`config.mk`:
```
export PLATFORM = sky130hd
export DESIGN_NAME = glbl_reg_top
export DESIGN_NICKNAME = d
export VERILOG_FILES = /design/src/glbl_pkg.sv /design/src/glbl_reg_top.sv /design/src/glbl_intr_ctrl.sv /design/src/glbl_cfg_regs.sv /design/src/glbl_lfsr.sv /design/src/glbl_bus_fsm.sv
export VERILOG_INCLUDE_DIRS = /design/src
export SDC_FILE = /design/constraint.sdc
export NUM_CORES = 1
export LEC_CHECK = 0
export ABC_AREA = 1
export BUFFER_PORTS_ARGS = -buffer_cell sky130_fd_sc_hd__buf_2
export CAP_MARGIN = 20
export CORE_UTILIZATION = 40
export CTS_CLUSTER_DIAMETER = 120
export DETAILED_ROUTE_END_ITERATION = 16
export PLACE_DENSITY = 0.69
export SYNTH_ARGS = -nofsm -noshare
export SYNTH_HDL_FRONTEND = slang
export SYNTH_HIERARCHICAL = 1
export SYNTH_SLANG_ARGS = --single-unit
```
`constraint.sdc`:
```
create_clock -name mclk -period 1.5 [get_ports mclk]
set_input_delay 0.45 -clock mclk [delete_from_list [all_inputs] [get_ports mclk]]
set_output_delay 0.45 -clock mclk [all_outputs]
set_load 0.02 [all_outputs]
```
`src/glbl_config.svh`:
```
// Widths, register map, reset values and generator constants of the global
// register block. Included by the package and by every module that decodes
// addresses or loads a constant.

`ifndef GLBL_CONFIG_SVH
`define GLBL_CONFIG_SVH

// Bus and vector widths
`define GLBL_DATA_W        32
`define GLBL_ADDR_W        5
`define GLBL_BE_W          4
`define GLBL_IRQ_W         16
`define GLBL_RST_W         8

// Constants and reset values
`define GLBL_CHIP_ID       32'h4D43_0101
// Lowest two peripherals leave reset by default
`define GLBL_RST_CTRL_DEF  32'h0000_0003
`define GLBL_LFSR_SEED     32'hACE1_5EED
// Galois mask for x^32 + x^22 + x^2 + x + 1
`define GLBL_LFSR_TAPS     32'h8020_0003

// Register map
`define GLBL_ADDR_ID       5'd0
`define GLBL_ADDR_RST      5'd1
`define GLBL_ADDR_CFG      5'd2
`define GLBL_ADDR_MASK     5'd3
`define GLBL_ADDR_STAT     5'd4
`define GLBL_ADDR_MBOX     5'd5
`define GLBL_ADDR_RAND     5'd6
`define GLBL_ADDR_SET      5'd7
`define GLBL_ADDR_SCR0     5'd8
`define GLBL_ADDR_SCR1     5'd9
`define GLBL_ADDR_SCR2     5'd10
`define GLBL_ADDR_SCR3     5'd11

`endif
```
`src/glbl_pkg.sv`:
```
// Shared types of the global register block. Every RTL file and the
// testbench refer to these by scoped names.

`default_nettype none

`include "glbl_config.svh"

package glbl_pkg;

   // ------------------------------------------------------------
   // Vector types
   // ------------------------------------------------------------
   typedef logic [`GLBL_DATA_W-1:0] glbl_word_t;
   typedef logic [`GLBL_ADDR_W-1:0] glbl_addr_t;
   typedef logic [`GLBL_BE_W-1:0]   glbl_be_t;
   typedef logic [`GLBL_IRQ_W-1:0]  glbl_irq_t;
   typedef logic [`GLBL_RST_W-1:0]  glbl_rst_t;

   // One bus request, held by the master until ack
   typedef struct packed {
      logic       wr;
      glbl_addr_t addr;
      glbl_word_t wdata;
      glbl_be_t   be;
   } glbl_req_t;

   // Access sequencer states
   typedef enum logic {
      BUS_IDLE,
      BUS_ACK
   } glbl_bus_state_t;

   // Byte enables widened to a bit mask
   function automatic glbl_word_t be_mask(input glbl_be_t be);
      glbl_word_t mask;
      for (int i = 0; i < `GLBL_BE_W; i++) begin
         mask[8*i +: 8] = {8{be[i]}};
      end
      return mask;
   endfunction

endpackage

`default_nettype wire

```
`src/glbl_reg_top.sv`:
```
// Top of the global register block. Ties the bus sequencer, the random
// generator and the two register blocks together behind one cs/ack bus.

`default_nettype none

module glbl_reg_top (
   input  logic                  mclk,
   input  logic                  s_reset_n,
   // Register bus
   input  logic                  reg_cs,
   input  glbl_pkg::glbl_req_t   reg_req,
   output glbl_pkg::glbl_word_t  reg_rdata,
   output logic                  reg_ack,
   // Interrupts
   input  glbl_pkg::glbl_irq_t   hw_intr,
   output glbl_pkg::glbl_irq_t   irq_lines,
   output logic                  soft_irq,
   output logic [2:0]            user_irq,
   // Peripheral resets, active low
   output glbl_pkg::glbl_rst_t   periph_rst_n
);

   glbl_pkg::glbl_word_t cfg_rd_word;
   glbl_pkg::glbl_word_t intr_rd_word;
   glbl_pkg::glbl_word_t random;
   logic                 wr_stb;
   logic                 ack_stb;

   // ------------------------------------------------------------
   // Bus sequencer
   // ------------------------------------------------------------
   glbl_bus_fsm bus_fsm_i (
      .mclk         (mclk),
      .s_reset_n    (s_reset_n),
      .reg_cs       (reg_cs),
      .reg_req      (reg_req),
      .cfg_rd_word  (cfg_rd_word),
      .intr_rd_word (intr_rd_word),
      .reg_rdata    (reg_rdata),
      .reg_ack      (reg_ack),
      .wr_stb       (wr_stb),
      .ack_stb      (ack_stb)
   );

   // Steps once per completed access
   glbl_lfsr lfsr_i (
      .mclk      (mclk),
      .s_reset_n (s_reset_n),
      .ack_stb   (ack_stb),
      .random    (random)
   );

   // ------------------------------------------------------------
   // Register blocks
   // ------------------------------------------------------------
   glbl_cfg_regs cfg_regs_i (
      .mclk         (mclk),
      .s_reset_n    (s_reset_n),
      .reg_req      (reg_req),
      .wr_stb       (wr_stb),
      .random       (random),
      .rd_word      (cfg_rd_word),
      .periph_rst_n (periph_rst_n),
      .soft_irq     (soft_irq),
      .user_irq     (user_irq)
   );

   glbl_intr_ctrl intr_ctrl_i (
      .mclk      (mclk),
      .s_reset_n (s_reset_n),
      .reg_req   (reg_req),
      .wr_stb    (wr_stb),
      .hw_intr   (hw_intr),
      .rd_word   (intr_rd_word),
      .irq_lines (irq_lines)
   );

endmodule

`default_nettype wire

```
`src/glbl_intr_ctrl.sv`:
```
// Interrupt mask and status. Hardware requests pass a two-flop
// synchronizer; software clears status by writing ones and can raise
// status bits through the set address.

`default_nettype none

`include "glbl_config.svh"

module glbl_intr_ctrl (
   input  logic                  mclk,
   input  logic                  s_reset_n,
   input  glbl_pkg::glbl_req_t   reg_req,
   input  logic                  wr_stb,
   input  glbl_pkg::glbl_irq_t   hw_intr,
   output glbl_pkg::glbl_word_t  rd_word,
   output glbl_pkg::glbl_irq_t   irq_lines
);

   glbl_pkg::glbl_irq_t sync1_q;
   glbl_pkg::glbl_irq_t sync2_q;
   glbl_pkg::glbl_irq_t mask_q;
   glbl_pkg::glbl_irq_t stat_q;
   glbl_pkg::glbl_irq_t wmask;
   glbl_pkg::glbl_irq_t wbits;
   glbl_pkg::glbl_irq_t sw_set;
   glbl_pkg::glbl_irq_t sw_clr;

   // Low bytes of the write with enables applied
   assign wmask = glbl_pkg::glbl_irq_t'(glbl_pkg::be_mask(reg_req.be));
   assign wbits = reg_req.wdata[`GLBL_IRQ_W-1:0] & wmask;

   assign sw_set = (wr_stb && reg_req.addr == `GLBL_ADDR_SET)  ? wbits : '0;
   assign sw_clr = (wr_stb && reg_req.addr == `GLBL_ADDR_STAT) ? wbits : '0;

   // ------------------------------------------------------------
   // Request synchronizer
   // ------------------------------------------------------------
   always_ff @(posedge mclk or negedge s_reset_n) begin
      if (!s_reset_n) begin
         sync1_q <= '0;
         sync2_q <= '0;
      end else begin
         sync1_q <= hw_intr;
         sync2_q <= sync1_q;
      end
   end

   // ------------------------------------------------------------
   // Mask and status
   // ------------------------------------------------------------
   always_ff @(posedge mclk or negedge s_reset_n) begin
      if (!s_reset_n) begin
         mask_q <= '0;
         stat_q <= '0;
      end else begin
         if (wr_stb && reg_req.addr == `GLBL_ADDR_MASK) begin
            mask_q <= (mask_q & ~wmask) | wbits;
         end
         // Set beats clear on the same bit
         stat_q <= (stat_q & ~sw_clr) | sync2_q | sw_set;
      end
   end

   // ------------------------------------------------------------
   // Read decode
   // ------------------------------------------------------------
   always_comb begin
      case (reg_req.addr)
         `GLBL_ADDR_MASK: rd_word = glbl_pkg::glbl_word_t'(mask_q);
         // Set address reads back status
         `GLBL_ADDR_STAT,
         `GLBL_ADDR_SET:  rd_word = glbl_pkg::glbl_word_t'(stat_q);
         default:         rd_word = '0;
      endcase
   end

   // Pending and enabled
   assign irq_lines = stat_q & mask_q;

endmodule

`default_nettype wire

```
`src/glbl_cfg_regs.sv`:
```
// Identification, peripheral reset control, configuration, mailbox,
// scratch and random readback registers. Returns zero for addresses
// that belong to another block.

`default_nettype none

`include "glbl_config.svh"

module glbl_cfg_regs (
   input  logic                  mclk,
   input  logic                  s_reset_n,
   input  glbl_pkg::glbl_req_t   reg_req,
   input  logic                  wr_stb,
   input  glbl_pkg::glbl_word_t  random,
   output glbl_pkg::glbl_word_t  rd_word,
   output glbl_pkg::glbl_rst_t   periph_rst_n,
   output logic                  soft_irq,
   output logic [2:0]            user_irq
);

   glbl_pkg::glbl_word_t rst_ctrl_q;
   glbl_pkg::glbl_word_t cfg_q;
   glbl_pkg::glbl_word_t mbox_q;
   glbl_pkg::glbl_word_t scr_q [4];
   glbl_pkg::glbl_word_t wmask;

   assign wmask = glbl_pkg::be_mask(reg_req.be);

   // Byte-enabled merge of write data into an old value
   function automatic glbl_pkg::glbl_word_t merge(input glbl_pkg::glbl_word_t old);
      return (old & ~wmask) | (reg_req.wdata & wmask);
   endfunction

   // ------------------------------------------------------------
   // Writable registers
   // ------------------------------------------------------------
   always_ff @(posedge mclk or negedge s_reset_n) begin
      if (!s_reset_n) begin
         rst_ctrl_q <= `GLBL_RST_CTRL_DEF;
         cfg_q      <= '0;
         mbox_q     <= '0;
         for (int i = 0; i < 4; i++) begin
            scr_q[i] <= '0;
         end
      end else if (wr_stb) begin
         // ID and random are read-only, writes there drop
         case (reg_req.addr)
            `GLBL_ADDR_RST:  rst_ctrl_q <= merge(rst_ctrl_q);
            `GLBL_ADDR_CFG:  cfg_q      <= merge(cfg_q);
            `GLBL_ADDR_MBOX: mbox_q     <= merge(mbox_q);
            `GLBL_ADDR_SCR0: scr_q[0]   <= merge(scr_q[0]);
            `GLBL_ADDR_SCR1: scr_q[1]   <= merge(scr_q[1]);
            `GLBL_ADDR_SCR2: scr_q[2]   <= merge(scr_q[2]);
            `GLBL_ADDR_SCR3: scr_q[3]   <= merge(scr_q[3]);
            default: ;
         endcase
      end
   end

   // ------------------------------------------------------------
   // Read decode
   // ------------------------------------------------------------
   always_comb begin
      case (reg_req.addr)
         `GLBL_ADDR_ID:   rd_word = `GLBL_CHIP_ID;
         `GLBL_ADDR_RST:  rd_word = rst_ctrl_q;
         `GLBL_ADDR_CFG:  rd_word = cfg_q;
         `GLBL_ADDR_MBOX: rd_word = mbox_q;
         `GLBL_ADDR_RAND: rd_word = random;
         `GLBL_ADDR_SCR0: rd_word = scr_q[0];
         `GLBL_ADDR_SCR1: rd_word = scr_q[1];
         `GLBL_ADDR_SCR2: rd_word = scr_q[2];
         `GLBL_ADDR_SCR3: rd_word = scr_q[3];
         // Interrupt block and unmapped space
         default:         rd_word = '0;
      endcase
   end

   // Peripheral resets, active low
   assign periph_rst_n = rst_ctrl_q[`GLBL_RST_W-1:0];

   // CPU interrupt requests from config
   assign soft_irq = cfg_q[3];
   assign user_irq = cfg_q[2:0];

endmodule

`default_nettype wire

```
`src/glbl_lfsr.sv`:
```
// Pseudorandom word for the random register. A 32-bit Galois LFSR that
// steps once per bus acknowledge, so its value follows bus traffic.

`default_nettype none

`include "glbl_config.svh"

module glbl_lfsr (
   input  logic                  mclk,
   input  logic                  s_reset_n,
   input  logic                  ack_stb,
   output glbl_pkg::glbl_word_t  random
);

   glbl_pkg::glbl_word_t lfsr_q;
   glbl_pkg::glbl_word_t lfsr_d;

   // ------------------------------------------------------------
   // One Galois step
   // ------------------------------------------------------------
   always_comb begin
      // Shift right, fold taps in when a one drops out
      lfsr_d = lfsr_q >> 1;
      if (lfsr_q[0]) begin
         lfsr_d = lfsr_d ^ `GLBL_LFSR_TAPS;
      end
   end

   // Seed must be nonzero or the sequence locks up
   always_ff @(posedge mclk or negedge s_reset_n) begin
      if (!s_reset_n) begin
         lfsr_q <= `GLBL_LFSR_SEED;
      end else if (ack_stb) begin
         lfsr_q <= lfsr_d;
      end
   end

   // Readback sees the value before this access's step
   assign random = lfsr_q;

endmodule

`default_nettype wire

```
`src/glbl_bus_fsm.sv`:
```
// Register bus access sequencer. Answers every chip select in one cycle,
// registers the combined read word and strobes writes and the generator.

`default_nettype none

module glbl_bus_fsm (
   input  logic                  mclk,
   input  logic                  s_reset_n,
   input  logic                  reg_cs,
   input  glbl_pkg::glbl_req_t   reg_req,
   input  glbl_pkg::glbl_word_t  cfg_rd_word,
   input  glbl_pkg::glbl_word_t  intr_rd_word,
   output glbl_pkg::glbl_word_t  reg_rdata,
   output logic                  reg_ack,
   output logic                  wr_stb,
   output logic                  ack_stb
);

   glbl_pkg::glbl_bus_state_t state_q;
   glbl_pkg::glbl_bus_state_t state_d;

   // ------------------------------------------------------------
   // Next state
   // ------------------------------------------------------------
   always_comb begin
      state_d = state_q;
      case (state_q)
         glbl_pkg::BUS_IDLE: begin
            if (reg_cs) begin
               state_d = glbl_pkg::BUS_ACK;
            end
         end
         // Ack lasts one cycle only
         glbl_pkg::BUS_ACK: state_d = glbl_pkg::BUS_IDLE;
         default:           state_d = glbl_pkg::BUS_IDLE;
      endcase
   end

   // ------------------------------------------------------------
   // State and read data registers
   // ------------------------------------------------------------
   always_ff @(posedge mclk or negedge s_reset_n) begin
      if (!s_reset_n) begin
         state_q   <= glbl_pkg::BUS_IDLE;
         reg_rdata <= '0;
      end else begin
         state_q <= state_d;
         // Sample before any write of this access lands
         if (state_q == glbl_pkg::BUS_IDLE && reg_cs) begin
            reg_rdata <= cfg_rd_word | intr_rd_word;
         end
      end
   end

   // Strobes decoded from state
   assign reg_ack = (state_q == glbl_pkg::BUS_ACK);
   assign ack_stb = (state_q == glbl_pkg::BUS_ACK);
   // Write lands on the edge closing the ack cycle
   assign wr_stb  = (state_q == glbl_pkg::BUS_ACK) && reg_req.wr;

endmodule

`default_nettype wire

```
* Word level (Yosys, flattened, before mapping)
Cells that the tools add are included.
Word-level totals: bits in registers 353, input port bits 61, output and inout port bits 61, word-level logic and storage cells 74
Cells by class: equal/unequal tests 11, multiplexer cells 7, bitwise logic cells 28, reduce and logical (&&, ||, !) cells 14
Operator list (count):
- case mux 32 bit (9 select lines) | 1
- AND 32 bit | 8
- OR 32 bit | 8
- AND 16 bit | 4
- OR 16 bit | 3
- 2-to-1 mux 16 bit | 2
- 2-to-1 mux 32 bit | 1
- NOT 16 bit | 2
- NOT 32 bit | 1
- case mux 16 bit (2 select lines) | 1
- == test 5 x 3 -> 1 bit, second input constant | 4
- == test 5 x 4 -> 1 bit, second input constant | 4
- AND reduction 2 bit | 7
- == test 5 x 2 -> 1 bit, second input constant | 2
- == test 5 x 1 -> 1 bit, second input constant | 1
- logical AND 1 bit | 5
- logical NOT 5 bit | 1
- NOT 3 -> 4 bit | 1
- case mux 1 bit (2 select lines) | 1
- OR reduction 2 bit | 1
- 2-to-1 mux 1 bit | 1
- NOT 1 bit | 1

* Depth between registers and ports, before layout
Gate-level depths: netlist of the first run.
depth in word-level cells 7, gate-level depth with buffers 13, depth with buffers taken out 11

* Hierarchy
The synthesis of the first run kept the hierarchy.
By module, submodules not included:
- glbl_cfg_regs | times used 1, cells an instance 1397, area an instance 10586.4 um^2, sequential area each 5607.9 um^2
- glbl_intr_ctrl | times used 1, cells an instance 346, area an instance 2914.0 um^2, sequential area each 1601.5 um^2
- glbl_bus_fsm | times used 1, cells an instance 238, area an instance 1624.1 um^2, sequential area each 825.8 um^2
- glbl_lfsr | times used 1, cells an instance 170, area an instance 1490.2 um^2, sequential area each 824.5 um^2

* Worst setup path before layout of the first run
No wires, ideal clock.
path type in2reg, from in reg_req[39] (netlist name), to reg bus_fsm_i.reg_rdata[13], library setup time 0.065 ns, data arrival time 1.733 ns, data required time 1.435 ns, path slack -0.298 ns, cell stages on the path 13, path buffers 2, cell sequence buf_2 -> inv_1 -> nand2_1 -> nor2_2 -> clkbuf_1 -> nand2_1 -> nand2_1 -> nor2_1 -> nand2_1 -> inv_1 -> nand2_1 -> nand2_1 -> nand2_1
On the way: elaborated cells between the ends (all ways) 16, those cells by class 11 x eq/ne; 2 x mux; 1 x bitwise; 2 x reduce/logical
RTL lines:
- from (decl) | RTL line glbl_reg_top.sv:11 | input glbl_pkg::glbl_req_t reg_req,
- == test 5 x 4 -> 1 bit (tied with other cells) | RTL line glbl_cfg_regs.sv:64 | case (reg_req.addr)
- case mux 32 bit (9 select lines) (*) | RTL line glbl_cfg_regs.sv:64
- via cfg_rd_word[13] | RTL line glbl_reg_top.sv:23 | glbl_pkg::glbl_word_t cfg_rd_word;
- OR 32 bit (*) | RTL line glbl_bus_fsm.sv:50 | reg_rdata <= cfg_rd_word | intr_rd_word;
- to (signal assigned) | RTL line glbl_bus_fsm.sv:50
- to (decl) | RTL line glbl_bus_fsm.sv:13 | output glbl_pkg::glbl_word_t reg_rdata,
The timed path passes the listed nets; every way through them passes the cells marked *. A chain may end at the register's enable or synchronous reset.

==> flow_summary.toml, run 1 <==
[clock_tree]
clk_path_buf_depth = 3
cts_buffers = 39
clock-sinks = 353
root_buffer = "clkbuf_16"
clk-insertion-delay-late_ns = 0.57
clk_pin_slew_ns = 0.06
h-tree-depth = 2
cts_tree = "done"

[place]
gp_congestion = 0.890
pre_cts_slack_ns = -0.678
placed_cell_area_um2 = 18700
io_buffers = 121
dpl.hpwl_mm = 35.8

[routing]
num_vias = 16486
drt_drc_violations_left = 0
wl_per_cell_um = 19.8
antenna_left = 0
routed_via_density = 5.45
drtIter0Drc = 1657
drt_first_pass_iters = 6
wl_mm = 59.9

[floorplan]
initial_core_util = 0.406
die_h_um = 206
ioPinCount = 122
core_area_um2 = 40900
dieWidth_um = 206
dieArea_um2 = 42400
row_count = 74

[synth]
seq_area_frac_synth = 0.533
synth_area_leaders = "dfrtp_1 (50%), nand2_1 (22%), o21ai_0 (7.1%)"
syn_area_um2 = 16600
syn_area_per_cell_um2 = 7.72
yosys.area.top_type = "dfrtp_1"
syn_inst = 2151
synth_warnings = 6
synth_top_area_share = 0.500
ys_ff_latch = 353
synthDistinctLibCells = 25

[grt]
grt_start_max_net_pins = 47
grt_pass1_vias = 15682
antenna_found_initial = 0
overflow = 0
grt_use_total = 0.273
grt_first_pass_wirelength_mm = 88.1

[sta]
max_slew_margin = 0.594
setup-tns-final_ns = -33.35
setup-violations-final = 225
period_needed_ns = 1.80
whs_ns = 0.0129
slew_viol_final = 0
setup_ws_ns = -0.302
clock-skew-final_ns = 0.0169
rsz0062_at_grt = "true"
period_share = 1.20
hold_violations = 0
fmax_mhz = 555
tightestPinTransition_ns = 0.609

[final_layout]
nNetsFinal = 2523
mostFrequentLayoutCells = "nand2_1 (790), dfrtp_1 (324), inv_1 (167)"
antenna_cells = 0
final_cell_area_um2 = 23200
final_common_cell = "nand2_1"
drive_gt1_frac = 0.318
syn_to_final_growth_pct = 39.5

[worst_setup_path]
worstPathCellList = "nand2_1 -> inv_2 -> clkinvlp_4 -> buf_12 -> buf_6 -> nor2_4 -> buf_12 -> nand2_8 -> nand2_2 -> o21ai_1"
r2r-start = "bus_fsm_i/ack_stb"
path_max_fanout = 8
arrival_ns = 2.23
cp_common_cell = "buf_12"
crit_start = "bus_fsm_i/ack_stb"
worst-setup-path-type = "reg -> reg"
required_ns = 1.93
endpoint_kind = "flip-flop"
cp-start-kind = "flip-flop"
cp_slowest_stage_delay_ns = 0.36
r2r_slack_ns = -0.30
cp_slowest_cell = "dfrtp_1"
reg2reg_depth = 10

[run]
max_cap_viol_count = 0

[hold_path]
min_path_cells = 1
hp-class = "in -> reg"
hold_end = "intr_ctrl_i/sync1_q[8]"
hold_start = "hw_intr[8]"

[outcome]
status = "complete, but fails checks"
failed_checks = "negative setup slack"

[power]
total_power_mw = 23.5
p_leak_nw = 11.9
peakVddDrop_v = 0.00102
powerDensity_nw_per_um2 = 1010
## cells by family (layout without fill, tap and decap cells)
kind of cell           Yosys count  after routing  synth area share
AO/OA/AOI/OAI                  252            252            0.0784
buffers and inverters          322            625            0.0918
flip-flops                     353            353             0.533
other                            1             16          0.000226
AND/OR/NAND/NOR               1223           1245             0.296
## stage by stage
step | util | cells
finish | 0.566 | 3023
global route | 0.566 | 3023
CTS | 0.541 | 2993
detailed placement | 0.457 | 2808
global placement | 0.457 | 2808
floorplan | - | 2166
## metal layers
layer  vias up  track usage  wire length (um)  share of wire
met5         -            0                 0              0
met4         0        0.141              3230          0.054
met3       232       0.0545              4870          0.081
met2       895        0.443             28800           0.48
met1      8044        0.344             23000           0.38
li1       7315            -                 -              -
## what timing repair did
action / 4_1_cts / 5_1_grt
setup endpoints to repair: 251 / 337
hold buffers: 16 / 0
pin swaps: 78 / 112
setup buffers: 79 / 32
resized for setup: 397 / 273
endpoints found under the hold margin: 36 / 0
gates cloned: 20 / 3
## cell usage after synthesis
library cell	number
nand4_1	61
conb_1	1
dfstp_2	21
clkbuf_1	41
clkinv_1	1
nand4_2	1
o21ai_2	11
nor2_4	6
nor2_2	11
a21oi_1	5
buf_4	62
nand3_1	44
buf_1	7
nor3b_4	1
o21ai_0	236
nand2_1	974
nor2_1	118
buf_2	25
nand2_2	4
dfrtp_1	332
buf_6	7
inv_1	177
nor3_2	2
inv_2	2
nand3_2	1
## area by class of cell
class | count | area, um^2
timing repair buffer | 375 | 3610
fill | 3388 | 17800
clock buffer | 53 | 1080
clock inverter | 17 | 253
sequential | 353 | 8870
multi-input combinational | 1513 | 8010
tap | 532 | 666
inverter | 180 | 684
## worst max path at each step
| stage | depth (start not counted) | endpoint |
|---|---|---|
| floorplan | 8 | flip-flop |
| global placement | 13 | bus_fsm_i/reg_rdata[17] |
| detailed placement | 13 | bus_fsm_i/reg_rdata[25] |
| CTS | 3 | reg_ack |
| global route | 10 | flip-flop |
| finish | 10 | flip-flop |
## worst max-delay path, delay by kind of cell (launching register included)
family / cells / cell delay (ns)
AO/OA/AOI/OAI: 1 / 0.10
flip-flops: 1 / 0.36
AND/OR/NAND/NOR: 4 / 0.47
buffers and inverters: 5 / 0.72
## power by group
part / total (mW) / switching [mW] / internal (mW)
clock network: 10.2 / 4.13 / 6.10
logic: 2.81 / 1.66 / 1.15
registers: 10.5 / 0.424 / 10.1
total: 23.5 / 6.21 / 17.3
No activity file was read; power rests on OpenSTA's default activity.
==> run 2, diff against run 1 <==
SKIP_LAST_GASP = 1   (was default)
==> run 2 against run 1 <==
The run still ends with negative setup slack left. Global-route usage barely moved. Count of clock-buffer cells in the layout stayed put. Total power grew 0.22%. Non-clock buffer count grew 11. Setup slack better by 0.017 ns. Cell area increased by 1.6%. Sequential power is essentially flat. Via count grew 0.95%. Sequential share of layout area shrank 0.62 points. Critical path type is now reg -> out. Largest cell class unchanged.
==> flow_summary.toml, run 2 (synthesized netlist as in run 1, its figures left out) <==
[outcome]
status = "complete, but fails checks"
failed_checks = "negative setup slack"

[routing]
drtIter0Drc = 1558
num_vias = 16642
drt_first_pass_iters = 6
drt_drc_violations_left = 0
routed_via_density = 5.49
wl_per_cell_um = 20.2
wl_mm = 61.3
antenna_left = 0

[power]
p_leak_nw = 12.0
total_power_mw = 23.6
peakVddDrop_v = 0.000997
powerDensity_nw_per_um2 = 1000

[sta]
whs_ns = 0.0163
tightestPinTransition_ns = 0.607
period_needed_ns = 1.79
rsz0062_at_grt = "true"
period_share = 1.19
setup-tns-final_ns = -31.20
hold_violations = 0
max_slew_margin = 0.596
setup-violations-final = 245
slew_viol_final = 0
setup_ws_ns = -0.285
clock-skew-final_ns = 0.0139
fmax_mhz = 560

[worst_setup_path]
cp-start-kind = "flip-flop"
worst-setup-path-type = "reg -> out"
arrival_ns = 1.34
reg2reg_depth = 10
r2r-start = "bus_fsm_i/ack_stb"
endpoint_kind = "output pin"
required_ns = 1.05
path_max_fanout = 2
r2r_slack_ns = -0.25

[place]
dp.cells = 2808
gp_congestion = 0.890
dpl.hpwl_mm = 35.8
pre_cts_slack_ns = -0.678
io_buffers = 121
placed_cell_area_um2 = 18700

[clock_tree]
root_buffer = "clkbuf_16"
h-tree-depth = 2
clk_path_buf_depth = 3
cts_buffers = 39
clk_pin_slew_ns = 0.06
cts_tree = "done"
clock-sinks = 353
clk-insertion-delay-late_ns = 0.57

[hold_path]
min_path_cells = 1
hp-class = "in -> reg"
hold_end = "intr_ctrl_i/sync1_q[8]"
hold_start = "hw_intr[8]"

[final_layout]
drive_gt1_frac = 0.331
mostFrequentLayoutCells = "nand2_1 (768), dfrtp_1 (324), inv_1 (167)"
final_cell_area_um2 = 23600
final_cell_count_no_fill = 3034
nNetsFinal = 2534
post-route-util = 0.575
syn_to_final_growth_pct = 41.7
antenna_cells = 0
final_common_cell = "nand2_1"

[floorplan]
die_h_um = 206
row_count = 74
dieArea_um2 = 42400
core_area_um2 = 40900
ioPinCount = 122
initial_core_util = 0.406
dieWidth_um = 206

[grt]
grt_first_pass_wirelength_mm = 88.1
antenna_found_initial = 1
grt_pass1_vias = 15686
grt_use_total = 0.273
grt_start_max_net_pins = 47
overflow = 0

[run]
max_cap_viol_count = 0
[run 2: what timing repair did]
item,4_1_cts,5_1_grt
buffers inserted,79,42
hold endpoints to repair,36,0
endpoints found under the setup margin,251,367
pin swaps,78,177
gates resized for setup,389,337
gates cloned,20,6
hold buffers,16,0
[run 2: cell type report]
type                    instances  area, um^2
fillers                      3313       17400
flip-flops and latches        353        8870
multi-input cells            1513        8160
repair buffers                386        3840
clock buffers                  53        1080
inverters                     180         684
well taps                     532         666
clock inverters                17         253
[run 2: critical path, stage by stage (launching register included)]
cell and delay, ns:
dfrtp_1 0.39, buf_6 0.13, buf_12 0.13, buf_8 0.12
[run 2: worst max-delay path by stage]
stage | startpoint | slack [ns] | cells after the start | end
2_1_floorplan | reg_req[39] | -0.1 | 8 | flip-flop
6_report | bus_fsm_i/ack_stb | -0.29 | 3 | reg_ack
3_5_place_dp | reg_req[36] | -0.68 | 13 | bus_fsm_i/reg_rdata[25]
3_3_place_gp | reg_req[36] | -0.69 | 13 | bus_fsm_i/reg_rdata[17]
4_1_cts | bus_fsm_i/ack_stb | -0.30 | 3 | reg_ack
5_1_grt | bus_fsm_i/ack_stb | -0.31 | 3 | reg_ack
[run 2: per-layer routing]
layer  share of wire  wire length (um)  track usage
met1            0.38             23100        0.344
met2            0.48             29300        0.444
met3           0.088              5420       0.0542
met4           0.056              3430        0.141
met5         0.00021                13            0
[run 2: where the power goes]
| part | total [mW] | internal, mW | switching (mW) |
|---|---|---|---|
| clock | 10.2 | 6.10 | 4.13 |
| sequential | 10.5 | 10.1 | 0.432 |
| combinational | 2.85 | 1.16 | 1.69 |
